--- config.mk ---
export PLATFORM = sky130hd
export DESIGN_NAME = clock_ctrl_top
export DESIGN_NICKNAME = d
export VERILOG_FILES = /design/src/common/clock_ctrl_pkg.sv /design/src/logic/reset_gen.sv /design/src/logic/clock_activity_mon.sv /design/src/phaser/phaser_regs.sv /design/src/phaser/phaser_fsm.sv /design/src/logic/clock_ctrl_top.sv
export SDC_FILE = /design/constraint.sdc
export NUM_CORES = 1
export LEC_CHECK = 0
export BUFFER_PORTS_ARGS = -buffer_cell sky130_fd_sc_hd__buf_2
export CORE_MARGIN = 1.5
export CORE_UTILIZATION = 35
export CTS_CLUSTER_SIZE = 12
export DETAILED_ROUTE_END_ITERATION = 8
export RECOVER_POWER = 25
export SLEW_MARGIN = 20
export SYNTH_ARGS = -nofsm -noshare
export SYNTH_HDL_FRONTEND = slang
export SYNTH_SLANG_ARGS = --single-unit
--- constraint.sdc ---
create_clock -name clock -period 9.8 [get_ports clock]
set_input_delay 0.49 -clock clock [delete_from_list [all_inputs] [get_ports clock]]
set_output_delay 0.49 -clock clock [all_outputs]
set_load 0.02 [all_outputs]
--- src/common/clock_ctrl_pkg.sv ---
`default_nettype none

package clock_ctrl_pkg;

  //------------------------------------------------------------
  // Widths and phase scale
  //------------------------------------------------------------
  localparam int PHASE_W         = 8;     // VME phase code width
  localparam int STEP_W          = 11;    // Fine step counter width
  localparam int STEPS_PER_CYCLE = 1400;  // Fine steps in one 25 ns cycle
  localparam int PHASE_CODES     = 256;   // Codes per cycle on the VME side

  typedef logic [PHASE_W-1:0] phase_code_t;  // Requested phase, 0-255
  typedef logic [STEP_W-1:0]  step_t;        // Fine position or target, 0-1399

  //------------------------------------------------------------
  // Stepping machine states
  //------------------------------------------------------------
  typedef enum logic [2:0] {
    dps_idle      = 3'd0,  // Locked, no move
    dps_wait_lock = 3'd1,  // PLL in reset or unlocked
    dps_step      = 3'd2,  // Issue one ps_en
    dps_wait_done = 3'd3,  // Wait for port done
    dps_settle    = 3'd4   // One spare cycle per step
  } dps_state_e;

  //------------------------------------------------------------
  // Channel command and status
  //------------------------------------------------------------
  typedef struct packed {
    logic  go;      // Request pending
    step_t target;  // Converted step target
  } dps_cmd_t;

  typedef struct packed {
    logic       busy;      // Move in progress
    dps_state_e state;     // Machine state
    step_t      position;  // Current fine position
  } dps_status_t;

endpackage

`default_nettype wire

--- src/logic/reset_gen.sv ---
`default_nettype none

module reset_gen (
  input  logic clock,               // Main 40 MHz clock
  input  logic rst_n,               // Async reset, active low
  input  logic main_lock,           // Main PLL lock
  input  logic reset_en,            // Refire reset on lock loss
  output logic global_reset,        // Held until first lock
  output logic clock_lock_lost_err  // Lock dropped while running
);

  //------------------------------------------------------------
  // Startup latch and reset register
  //------------------------------------------------------------
  logic startup_done;  // Set on first lock, never clears
  logic first_lock;    // Locked now or locked before

  assign first_lock = main_lock || startup_done;

  always_ff @(posedge clock or negedge rst_n) begin
    if (!rst_n) begin
      startup_done <= 1'b0;
      global_reset <= 1'b1;  // Assert from power-up
    end else begin
      startup_done <= first_lock;                                 // Sticky
      global_reset <= !first_lock || (!main_lock && reset_en);   // Refire on loss
    end
  end

  // Only visible when the refire is disabled, since otherwise
  // global_reset is already high while lock is gone
  assign clock_lock_lost_err = !global_reset && !main_lock;

endmodule

`default_nettype wire

--- src/logic/clock_activity_mon.sv ---
`default_nettype none

module clock_activity_mon #(
  parameter int NUM_AUX = 7  // Monitored aux clock inputs
) (
  input  logic               clock,      // Main 40 MHz clock
  input  logic               rst_n,      // Async reset, active low
  input  logic [NUM_AUX-1:0] aux_clk,    // Unused clock pins
  output logic [NUM_AUX-1:0] aux_active  // 1 while input toggles
);

  //------------------------------------------------------------
  // Dual-edge samples
  //------------------------------------------------------------
  logic [NUM_AUX-1:0] rise_q;  // Sampled on clock rising edge
  logic [NUM_AUX-1:0] fall_q;  // Sampled on clock falling edge

  always_ff @(posedge clock or negedge rst_n) begin
    if (!rst_n) begin
      rise_q <= '0;
    end else begin
      rise_q <= aux_clk;  // First half-cycle sample
    end
  end

  always_ff @(negedge clock or negedge rst_n) begin
    if (!rst_n) begin
      fall_q <= '0;
    end else begin
      fall_q <= aux_clk;  // Second half-cycle sample
    end
  end

  //------------------------------------------------------------
  // Activity flags
  //------------------------------------------------------------
  // A 40 MHz input shifted against clock is caught high on one
  // edge and low on the other, so the pair differs. A stuck pin
  // gives two equal samples.
  assign aux_active = rise_q ^ fall_q;  // Half-cycle difference

endmodule

`default_nettype wire

--- src/phaser/phaser_regs.sv ---
`default_nettype none

module phaser_regs
  import clock_ctrl_pkg::*;
#(
  parameter int NUM_DPS = 5  // Phase-shift channels
) (
  input  logic                       clock,  // Main 40 MHz clock
  input  logic                       rst_n,  // Async reset, active low
  input  logic        [NUM_DPS-1:0]  fire,   // VME set-phase strobe
  input  logic        [NUM_DPS-1:0]  ack,    // Move accepted by machine
  input  phase_code_t [NUM_DPS-1:0]  phase,  // VME phase code per channel
  output dps_cmd_t    [NUM_DPS-1:0]  cmd     // Pending request per channel
);

  //------------------------------------------------------------
  // Code to step conversion
  //------------------------------------------------------------
  // target = (code * 1400 + 128) / 256, rounds to nearest step
  function automatic step_t phase_to_step(input phase_code_t code);
    logic [31:0] scaled;
    scaled = 32'(code) * STEPS_PER_CYCLE + PHASE_CODES / 2;  // Add half LSB
    return step_t'(scaled / PHASE_CODES);                   // Power of 2 divide
  endfunction

  logic  [NUM_DPS-1:0] go_q;      // Request pending flags
  step_t [NUM_DPS-1:0] target_q;  // Held step targets

  //------------------------------------------------------------
  // Pending flags
  //------------------------------------------------------------
  always_ff @(posedge clock or negedge rst_n) begin
    if (!rst_n) begin
      go_q <= '0;
    end else begin
      for (int i = 0; i < NUM_DPS; i++) begin
        if (fire[i]) begin
          go_q[i] <= 1'b1;  // New request, wins over ack
        end else if (ack[i]) begin
          go_q[i] <= 1'b0;  // Taken by the machine
        end
      end
    end
  end

  //------------------------------------------------------------
  // Targets, newest fire overwrites
  //------------------------------------------------------------
  always_ff @(posedge clock) begin
    for (int i = 0; i < NUM_DPS; i++) begin
      if (fire[i]) begin
        target_q[i] <= phase_to_step(phase[i]);
      end
    end
  end

  always_comb begin
    for (int i = 0; i < NUM_DPS; i++) begin
      cmd[i].go     = go_q[i];
      cmd[i].target = target_q[i];
    end
  end

endmodule

`default_nettype wire

--- src/phaser/phaser_fsm.sv ---
`default_nettype none

module phaser_fsm
  import clock_ctrl_pkg::*;
(
  input  logic        clock,      // Main 40 MHz clock
  input  logic        rst_n,      // Async reset, active low
  input  logic        main_lock,  // Main PLL lock
  input  logic        dps_lock,   // This channel's PLL lock
  input  logic        dps_reset,  // VME channel reset
  input  logic        ps_done,    // Port step done
  input  dps_cmd_t    cmd,        // Pending request from regs
  output logic        ack,        // Request taken, one cycle
  output logic        ps_en,      // Port step enable pulse
  output logic        ps_incdec,  // 1 = increment
  output logic        pll_rst,    // Channel PLL reset
  output dps_status_t status      // Busy, state, position
);

  //------------------------------------------------------------
  // Declarations
  //------------------------------------------------------------
  dps_state_e state;      // Current state
  dps_state_e state_nxt;  // Next state
  step_t      position;   // Steps applied since PLL lock
  step_t      target_q;   // Target of the move in progress
  logic       lock_ok;    // PLL running and not held in reset
  logic       at_target;  // Position reached
  logic       step_up;    // Target above position
  logic       busy;       // Move in progress

  assign lock_ok   = dps_lock && !dps_reset;
  assign at_target = (position == target_q);
  assign step_up   = (target_q > position);

  // PLL restarts whenever the main PLL drops or VME asks
  assign pll_rst = !main_lock || dps_reset;

  //------------------------------------------------------------
  // Next-state logic
  //------------------------------------------------------------
  always_comb begin
    state_nxt = state;
    case (state)
      dps_wait_lock: begin
        if (lock_ok) state_nxt = dps_idle;  // PLL ready
      end
      dps_idle: begin
        if (cmd.go) state_nxt = dps_step;   // Start a move
      end
      dps_step: begin
        if (at_target) begin
          state_nxt = dps_idle;             // Move complete
        end else begin
          state_nxt = dps_wait_done;        // ps_en out this cycle
        end
      end
      dps_wait_done: begin
        if (ps_done) state_nxt = dps_settle;
      end
      dps_settle: begin
        state_nxt = dps_step;               // Check for next step
      end
      default: begin
        state_nxt = dps_wait_lock;
      end
    endcase
    if (!lock_ok) state_nxt = dps_wait_lock;  // Abandon any move
  end

  always_ff @(posedge clock or negedge rst_n) begin
    if (!rst_n) begin
      state <= dps_wait_lock;
    end else begin
      state <= state_nxt;
    end
  end

  //------------------------------------------------------------
  // Position tracking
  //------------------------------------------------------------
  always_ff @(posedge clock or negedge rst_n) begin
    if (!rst_n) begin
      position <= '0;
    end else if (!lock_ok) begin
      position <= '0;  // Fresh PLL starts at zero shift
    end else if (state == dps_wait_done && ps_done) begin
      if (step_up) begin
        position <= position + 1'b1;
      end else begin
        position <= position - 1'b1;
      end
    end
  end

  // Target held for the whole move
  always_ff @(posedge clock) begin
    if (ack) begin
      target_q <= cmd.target;
    end
  end

  //------------------------------------------------------------
  // Outputs
  //------------------------------------------------------------
  assign ack       = (state == dps_idle) && cmd.go && lock_ok;   // Leaving idle
  assign ps_en     = (state == dps_step) && !at_target && lock_ok;
  assign ps_incdec = (state == dps_step) && step_up;             // Valid with ps_en
  assign busy      = (state == dps_step) || (state == dps_wait_done) ||
                     (state == dps_settle);

  assign status = '{busy: busy, state: state, position: position};

endmodule

`default_nettype wire

--- src/logic/clock_ctrl_top.sv ---
`default_nettype none

module clock_ctrl_top
  import clock_ctrl_pkg::*;
#(
  parameter int NUM_DPS = 5,  // Phase-shift channels
  parameter int NUM_AUX = 7   // Monitored aux clocks
) (
  input  wire                        clock,                // Main 40 MHz clock
  input  wire                        rst_n,                // Async reset, active low
  input  wire                        main_lock,            // Main PLL lock
  input  wire                        reset_en,             // Refire reset on lock loss
  input  wire         [NUM_AUX-1:0]  aux_clk,              // Unused clock pins
  input  wire         [NUM_DPS-1:0]  dps_fire,             // VME set-phase strobes
  input  wire         [NUM_DPS-1:0]  dps_reset,            // VME channel resets
  input  phase_code_t [NUM_DPS-1:0]  dps_phase,            // VME phase codes
  input  wire         [NUM_DPS-1:0]  dps_lock,             // Channel PLL locks
  input  wire         [NUM_DPS-1:0]  ps_done,              // Port step done
  output wire                        global_reset,         // Held until first lock
  output wire                        clock_lock_lost_err,  // Lock lost flag
  output wire         [NUM_AUX-1:0]  aux_active,           // Aux input toggling
  output wire         [NUM_DPS-1:0]  ps_en,                // Port step enables
  output wire         [NUM_DPS-1:0]  ps_incdec,            // Port step directions
  output wire         [NUM_DPS-1:0]  pll_rst,              // Channel PLL resets
  output dps_status_t [NUM_DPS-1:0]  dps_status            // Per-channel status
);

  dps_cmd_t [NUM_DPS-1:0] dps_cmd;  // Regs to machines
  wire      [NUM_DPS-1:0] dps_ack;  // Machines to regs

  //------------------------------------------------------------
  // Global reset and aux clock monitor
  //------------------------------------------------------------
  reset_gen u_reset_gen (
    .clock               (clock),
    .rst_n               (rst_n),
    .main_lock           (main_lock),
    .reset_en            (reset_en),
    .global_reset        (global_reset),
    .clock_lock_lost_err (clock_lock_lost_err)
  );

  clock_activity_mon #(.NUM_AUX(NUM_AUX)) u_activity_mon (
    .clock      (clock),
    .rst_n      (rst_n),
    .aux_clk    (aux_clk),
    .aux_active (aux_active)
  );

  //------------------------------------------------------------
  // Phase request registers
  //------------------------------------------------------------
  phaser_regs #(.NUM_DPS(NUM_DPS)) u_regs (
    .clock (clock),
    .rst_n (rst_n),
    .fire  (dps_fire),
    .ack   (dps_ack),
    .phase (dps_phase),
    .cmd   (dps_cmd)
  );

  //------------------------------------------------------------
  // One stepping machine per channel
  //------------------------------------------------------------
  for (genvar i = 0; i < NUM_DPS; i++) begin : g_dps
    phaser_fsm u_fsm (
      .clock     (clock),
      .rst_n     (rst_n),
      .main_lock (main_lock),
      .dps_lock  (dps_lock[i]),
      .dps_reset (dps_reset[i]),
      .ps_done   (ps_done[i]),
      .cmd       (dps_cmd[i]),
      .ack       (dps_ack[i]),
      .ps_en     (ps_en[i]),
      .ps_incdec (ps_incdec[i]),
      .pll_rst   (pll_rst[i]),
      .status    (dps_status[i])
    );
  end

endmodule

`default_nettype wire

; ---- Word-level counts from Yosys, hierarchy flattened
; Index checks and enable logic that the tools add are counted.
[word_totals]
regBits = 201
out_inout_bits = 99
[op_classes]
addsub = 15
n_mul = 5
magnitude_cmp = 5
n_eq_ne = 40
muxes = 50
bitwise_logic = 1
reduce_logical = 82
[op_table]
columns = operator, count
row1 = two-way mux 11 bit, 15
row2 = "adder 19 x 8 -> 19 bit, second input constant", 5
row3 = "multiplier 8 x 8 -> 16 bit, second input constant", 5
row4 = one-hot mux 3 bit (5 select lines), 5
row5 = "adder 11 x 1 -> 11 bit, second input constant", 5
row6 = equality test 11 bit, 5
row7 = greater-than comparator 11 bit, 5
row8 = "subtractor 11 x 1 -> 11 bit, second input constant", 5
row9 = two-way mux 3 bit, 15
row10 = logical AND 1 bit, 37
row11 = "equality test 3 x 2 -> 1 bit, second input constant", 10
row12 = "!= test 3 bit, second input constant", 10
row13 = logical OR 1 bit, 17
row14 = "equality test 3 x 1 -> 1 bit, second input constant", 5
row15 = "equality test 3 bit, second input constant", 5
row16 = logical NOT 3 bit, 5
row17 = logical NOT 1 bit, 13
row18 = two-way mux 1 bit, 10
row19 = two-way mux 2 bit, 5
row20 = "!= test 2 bit, second input constant", 5
row21 = AND reduction 2 bit, 5
row22 = nonzero test 2 bit, 5
row23 = bitwise XOR 7 bit, 1

; ---- Depth between registers and ports, before layout
; Gate-level depths: netlist of run 1.
[depth]
word_depth = 5
depth_mapped = 18

; ---- Modules after synthesis
; A second synthesis of run 1 with hierarchy kept.
[hier_totals]
cells_unflattened = 1982
area_unflattened_um2 = 19527.5
[modules_own_cells]
columns = module, instances, cells_per_inst, area_per_inst_um2, seq_area_each_um2
row1 = phaser_regs, 1, 1105, 10656.5, 1776.7
row2 = phaser_fsm, 5, 170, 1677.9, 681.9
row3 = clock_activity_mon, 1, 21, 411.6, 350.3
row4 = reset_gen, 1, 6, 70.1, 51.3

==> results of run 1 <==
-- worst min path at each step --
stage	startpoint	endpoint	slack, ns	cells past startpoint
finish	rst_n	u_regs.go_q[1]	0.02	1
global route	aux_clk[0]	u_activity_mon.rise_q[0]	0.04	1
CTS	rst_n	u_activity_mon.rise_q[0]	0.02	1
detailed placement	u_reset_gen.startup_done	u_reset_gen.global_reset	0.40	1
global placement	u_reset_gen.startup_done	u_reset_gen.global_reset	0.40	1
floorplan	rst_n	g_dps[0].u_fsm.position[0]	0.19	0
-- through the flow --
stage                     std cells  hold slack (ns)
final                          2792           0.0158
after global placement         2748            0.397
after CTS                      2792           0.0197
after global routing           2792           0.0355
after detailed placement       2748            0.404
after floorplan                1928            0.194
-- critical path, cell delays in order (launching register included) --
cell	delay [ns]
dfrtn_1	0.40
xor2_1	0.23
buf_2	0.21
-- routing by layer --
metal	up-vias	part of all wire (%)	GRT usage, %
met5	-	0.034	0
met4	2	2.6	4.40
met3	48	4.6	2.47
met2	220	46	23.8
met1	6423	46	18.2
li1	6871	-	-
-- kinds of logic after synthesis --
logic type / Yosys count
multiplexers: 1
AO/OA/AOI/OAI: 335
adder cells (fa/ha/maj): 425
buffers and inverters: 380
AND/OR/NAND/NOR: 446
XOR/XNOR: 140
flip-flops: 201
-- cells in the final DEF (no fill, tap or decap), types with 6 or more instances in the layout --
master	n
a2111oi_0	6
a211oi_1	23
a21o_1	42
a21oi_1	117
and3_1	10
and4_1	9
buf_2	160
clkbuf_1	16
clkbuf_16	25
dfrtn_1	7
dfrtp_1	78
dfstp_2	6
edfxtp_1	110
fa_1	110
ha_1	315
inv_1	332
nand2_1	116
nand2b_1	31
nand3_1	31
nand3b_1	6
nand4_1	18
nor2_1	107
nor2b_1	27
nor3_1	21
nor3b_1	8
nor4_1	8
o21a_1	15
o21ai_0	58
o21bai_1	12
o311ai_0	6
or2_2	8
or3_1	14
or4_1	9
xnor2_1	80
xor2_1	59
-- registers in the layout, summed over array words and instances (netlist names) --
name / flops
g_dps.u_fsm.position: 55
g_dps.u_fsm.target_q: 55
u_regs.cmd: 55
g_dps.u_fsm.state: 15
u_activity_mon.fall_q: 7
u_activity_mon.rise_q: 7
u_regs.go_q: 5
u_reset_gen.global_reset: 1
u_reset_gen.startup_done: 1
-- power groups by stage --
stage	clock, mW	sequential, mW	combinational (mW)
finish	0.901	1.21	2.29
global route	0.977	1.22	2.63
CTS	0.942	1.21	2.31
detailed placement	0	1.23	2.30
global placement	0	1.22	2.25
floorplan	0	1.21	1.88
-- final cells by class --
class	count	area, um^2
clock buffers	36	697
clock inverters	8	103
fillers	5247	32500
inverters	332	1250
multi-input cells	1347	11900
flip-flops and latches	201	5590
well taps	696	871
repair buffers	172	861
==> metrics.md, run 1 <==
| Metric | Value |
|---|---|
| CP Max Fanout | 1 |
| Worst-Margin Slew | about 1.1 ns |
| Top FF cell, synth | edfxtp_1 |
| Number of DRC markers in iteration 0 | between 400 and 500 |
| GRT overflow | 0 |
| Count of cells resized by post-cts repair | 0 |
| IO Port Bufs | around 170 |
| Clock tree from TritonCTS | done |
| First-pass GRT wire length | between 60 and 70 mm |
| R2R depth | 16 |
| Routed wire length | 38.2 mm |
| Die width | approximately 240 um |
| Die footprint | between 50000 and 60000 um^2 |
| Power Density | just over 200 nW/um^2 |
| Sequential area share after synthesis | between 20 and 30% |
| Worst Slack Setup Final | roughly 3.0 ns |
| Synth async-reset ratio | 45.3% |
| Synth Area in Compound Gates | between 10% and 20% |
| Die height | 236 um |
| Reg2Reg Setup Slack | between 5 and 6 ns |
| Final Core Density | about two fifths |
| CP endpoint kind | output pin |
| Main combinational cell family by area after synthesis | adder cells |
| Mapped cell area | 18900 um^2 |
| Worst Skew | 0.0328 ns |
| Crit path capture | aux_active[4] |
| Clock Latency Late Sink | 0.54 ns |
| Syn. warnings | 0 |
| Starting density of the core | between 30% and 40% |
| Vias in the first global route | 13713 |
| Hpwl dp | between 30 and 40 mm |
| Initial antenna violation count | 1 |
| Top cells by area, synth | ha_1, edfxtp_1, fa_1, dfrtp_1, inv_1 |
| Vias/cell | slightly below 5 |
| CP Class | flop to output pin |
| Setup TNS | 0 ns |
| Psw | 1.69 mW |
| Post-synthesis mux area share | less than 1% |
| Top-count cell post-synth | inv_1 |
| Io pins | 170 |
| H-tree depth | 1 |
| Row cnt | between 80 and 90 |
| Largest net degree at the start of global routing | between 50 and 60 |
| Drt pass-1 iters | 7 |
| Post-synth EDFFs | 110 |
| Nature of the critical path startpoint | flop |
| Max clock buf depth | 3 |
| Crit path DAT | 6.28 ns |
| Maximum VDD drop | roughly 0.09 mV |
| Static Leak | between 10 and 15 nW |
| Residual DRC | 0 |
| Max-slew headroom | between 20% and 30% |
| Placer congestion estimate | 0.837 |
| Routed vias | 13564 |
| Hold Vio Cnt, Final | 0 |
| Seq cells post-synth | 201 |
| Internal Pwr Total | between 2 and 3 mW |
| Clock share of power | approximately a fifth |
| Synth Area in Simple Gates | about an eighth |
| Total global-route track usage | between 10 and 15% |
| Sequential power share | roughly 27% |
| Worst-path clk slew | about 0.060 ns |
| Final setup violation count | 0 |
| RSZ-0062 raised after global routing | no |
| Reg-to-reg endpoint | g_dps[1].u_fsm.position[10] |
| Post-Synth Adder-Cell Area | 32.4% |
| Slew Limit Fails | 0 |
| WL/cell | 13.7 um |
| Hold Crit Class | primary input to async pin |
| Placed inst area | between 20000 and 25000 um^2 |
| Leading area contributor after synthesis | ha_1 |
| Post-CTS setup buffers | 0 |
| Distinct cells, synth | 73 |
| CTS buffer count | 24 |
| CTS Hold Buffers Added | 0 |
| Diodes inserted | 0 |
| Mean Syn Cell Area | between 9 and 10 um^2 |
| Switching share of total power | about 38% |
| Top cells by count, synth | inv_1, ha_1, a21oi_1 |
| Status | complete, no violations |
| CORE AREA | between 50000 and 60000 um^2 |
| Pre-CTS setup slack | about 3.6 ns |
| Worst Setup SP | u_activity_mon.fall_q[4] |
| Worst r2r src | g_dps[1].u_fsm.position[1] |
| Root Driver | clkbuf_16 |
| Post-route cell area | 21200 um^2 |
| Post-route ant nets | 0 |
| Area growth from synthesis to layout | 12.0% |
| Mapped Cells | approximately 1900 |
| Tot Pwr | approximately 4.4 mW |
| Required @ worst endpoint | slightly above 9 ns |
| Max capacitance violation total | 0 |
| Synth top area share | a little over a fifth |
| Post-synth net total | about 2400 |
| Clock sink count | between 200 and 250 |
| Part of the power in combinational logic | approximately 52% |
| Final net count | ~2600 |
| Synth Area in XOR/XNOR | ~6.5% |
| Share of cells above drive strength 1 | between 10% and 20% |
Note: power is estimated with default switching activity, not from simulation.
==> run 2, diff against run 1 <==
==> constraint.sdc (replaced) <==
create_clock -name clock -period 6.9 [get_ports clock]
set_input_delay 0.345 -clock clock [delete_from_list [all_inputs] [get_ports clock]]
set_output_delay 0.345 -clock clock [all_outputs]
set_load 0.02 [all_outputs]
==> run 2 against run 1 <==
Global-route usage increased by 0.14 points. Critical path depth did not move. Final cell count is 0.39% higher. Setup slack worse by 1.2 ns. Sequential power is 41% higher. Count of clock-buffer cells in the layout is 4 lower. Critical path type unchanged.
==> metrics.md, run 2 (same netlist as run 1, synthesis figures left out) <==
| Metric | Value |
|---|---|
| Status | complete, no violations |
| Residual DRC | 0 (unchanged) |
| Post-CTS setup buffers | 0 (unchanged) |
| Met2 wire length | 18.1 mm (+2.0%) |
| Clock share of power | 22.5% (+2.0 points) |
| Worst-Margin Slew | 1.10 ns (+0.0494 ns) |
| Register area | 5590 um^2 (unchanged) |
| Max-slew headroom | 26.3% (-3.3 points) |
| Io pins | 170 (unchanged) |
| Part of the power in combinational logic | 50.8% (-1.3 points) |
| Area growth from synthesis to layout | 13.1% |
| Wl on met1 | 18.4 mm (+3.5%) |
| Worst Skew | 0.0135 ns (-0.0193 ns) |
| Root Driver | clkbuf_16 |
| First-pass GRT wire length | 66.4 mm (+1.1%) |
| Number of DRC markers in iteration 0 | 421 (-14%) |
| Clock tree from TritonCTS | done |
| Routed vias | 13662 (+0.72%) |
| Psw | 2.43 mW (+43%) |
| Final Core Density | 39.9% (+0.38 points) |
| Required @ worst endpoint | 6.55 ns (-2.76 ns) |
| Share of cells above drive strength 1 | 10.9% (about the same) |
| Crit path DAT | 4.70 ns (-1.58 ns) |
| Reg2Reg Setup Slack | 2.30 ns (-2.89 ns) |
| Total global-route track usage | 14.2% (+0.14 points) |
| IO Port Bufs | 169 (unchanged) |
| CP endpoint kind | output pin |
| Power Density | 300 nW/um^2 (+45%) |
| Hpwl dp | 31.6 mm (+1.2%) |
| Switching share of total power | 37.7% (-0.74 points) |
| Final setup violation count | 0 (unchanged) |
| Count of cells resized by post-cts repair | 0 (unchanged) |
| Maximum VDD drop | 0.138 mV (+49%) |
| WL/cell | 13.8 um (+0.65%) |
| Sequential power share | 26.6% (-0.8 points) |
| Nature of the critical path startpoint | flop |
| Internal Pwr Total | 4.01 mW (+48%) |
| Multi-input gate area | 11900 um^2 (about the same) |
| CP Max Fanout | 1 (unchanged) |
| Fillers | 5247 (unchanged) |
| Slew Limit Fails | 0 (unchanged) |
| Placer congestion estimate | 0.875 (+4.5%) |
| Clock sink count | 201 (unchanged) |
| Largest net degree at the start of global routing | 54 (-3.6%) |
| CTS Hold Buffers Added | 9 (+9) |
| CTS buffer count | 25 (+4.2%) |
| GRT overflow | 0 (unchanged) |
| Hold Vio Cnt, Final | 0 (unchanged) |
| Max clock buf depth | 3 (unchanged) |
| Max capacitance violation total | 0 (unchanged) |
| Commonest non-fill, non-tap cell in the layout | inv_1 |
| Post-route ant nets | 0 (unchanged) |
| CP Class | flop to output pin |
| CORE AREA | 53700 um^2 (unchanged) |
| Vias/cell | 4.87 (+0.33%) |
| H-tree depth | 1 (unchanged) |
| Most frequent cells in the layout | inv_1, ha_1, buf_2 |
| Hold Crit Class | primary input to flop |
| Die footprint | 55500 um^2 (unchanged) |
| Starting density of the core | 35.3% (unchanged) |
| RSZ-0062 raised after global routing | no |
| Drt pass-1 iters | 5 (-2) |
| Final net count | 2585 (+0.43%) |
| Routed wire length | 38.6 mm (+1.0%) |
| Clock Latency Late Sink | 0.53 ns (about the same) |
| Worst-path clk slew | 0.06 ns (about the same) |
| Row cnt | 85 (unchanged) |
| Vias in the first global route | 13744 (+0.23%) |
| Diodes inserted | 0 (unchanged) |
| Static Leak | 10.1 nW (+0.80%) |
| Die height | 236 um (unchanged) |
| Setup TNS | 0 ns (unchanged) |
| Die width | 236 um (unchanged) |
| Max Used Layer | met4 |
| Initial antenna violation count | 1 (unchanged) |
| Met3 Routed Length | 1.39 mm (-21%) |
-- run 2: power by group through the flow --
stage	Clock, mW	Combinational, mW	Sequential [mW]
after floorplan	0	2.66	1.72
after global placement	0	3.20	1.73
after detailed placement	0	3.28	1.74
after CTS	1.51	3.31	1.72
after global routing	1.55	3.75	1.73
final	1.45	3.27	1.71
-- run 2: cell type report --
type                    instances  area share (%)
clock buffers                  32            3.23
clock inverters                13            1.03
inverters                     332            5.82
multi-input cells            1347            55.3
flip-flops and latches        201            26.1
well taps                     696            4.06
repair buffers                182            4.45
-- run 2: path summary, 6_finish.rpt --
check | start | endpoint | depth (start not counted)
max reg2reg | g_dps[0].u_fsm.position[1] | g_dps[0].u_fsm.position[10] | 16
max | u_activity_mon.fall_q[4] | aux_active[4] | 2
min reg2reg | u_reset_gen.startup_done | u_reset_gen.global_reset | 1
min in group asynchronous | rst_n | u_activity_mon.rise_q[4] | 2
min | dps_reset[3] | g_dps[3].u_fsm.state[0] | 3
max in group asynchronous | rst_n | u_activity_mon.fall_q[5] | 2
-- run 2: worst max-delay path: stages (launching register included) --
cell     delay (ns)
dfrtn_1        0.40
xor2_1         0.14
buf_2          0.19
-- run 2: metal layers --
metal / up-vias / GRT usage (%)
li1: 6905 / -
met5: - / 0
met2: 180 / 24.1
met3: 43 / 1.99
met4: 0 / 3.73
met1: 6534 / 19.0
-- run 2: metrics by stage --
stage / cell area, um^2 / setup slack, ns / power, mW / std cells / hold WS (ns)
2_1_floorplan: 18900 / 2.36 / 4.38 / 1928 / 0.0494
3_3_place_gp: 20400 / 2.02 / 4.93 / 2749 / 0.399
3_5_place_dp: 20400 / 1.94 / 5.02 / 2749 / 0.389
4_1_cts: 21400 / 1.80 / 6.53 / 2803 / 0.0467
5_1_grt: 21400 / 1.78 / 7.04 / 2803 / 0.107
6_report: 21400 / 1.85 / 6.43 / 2803 / 0.0855
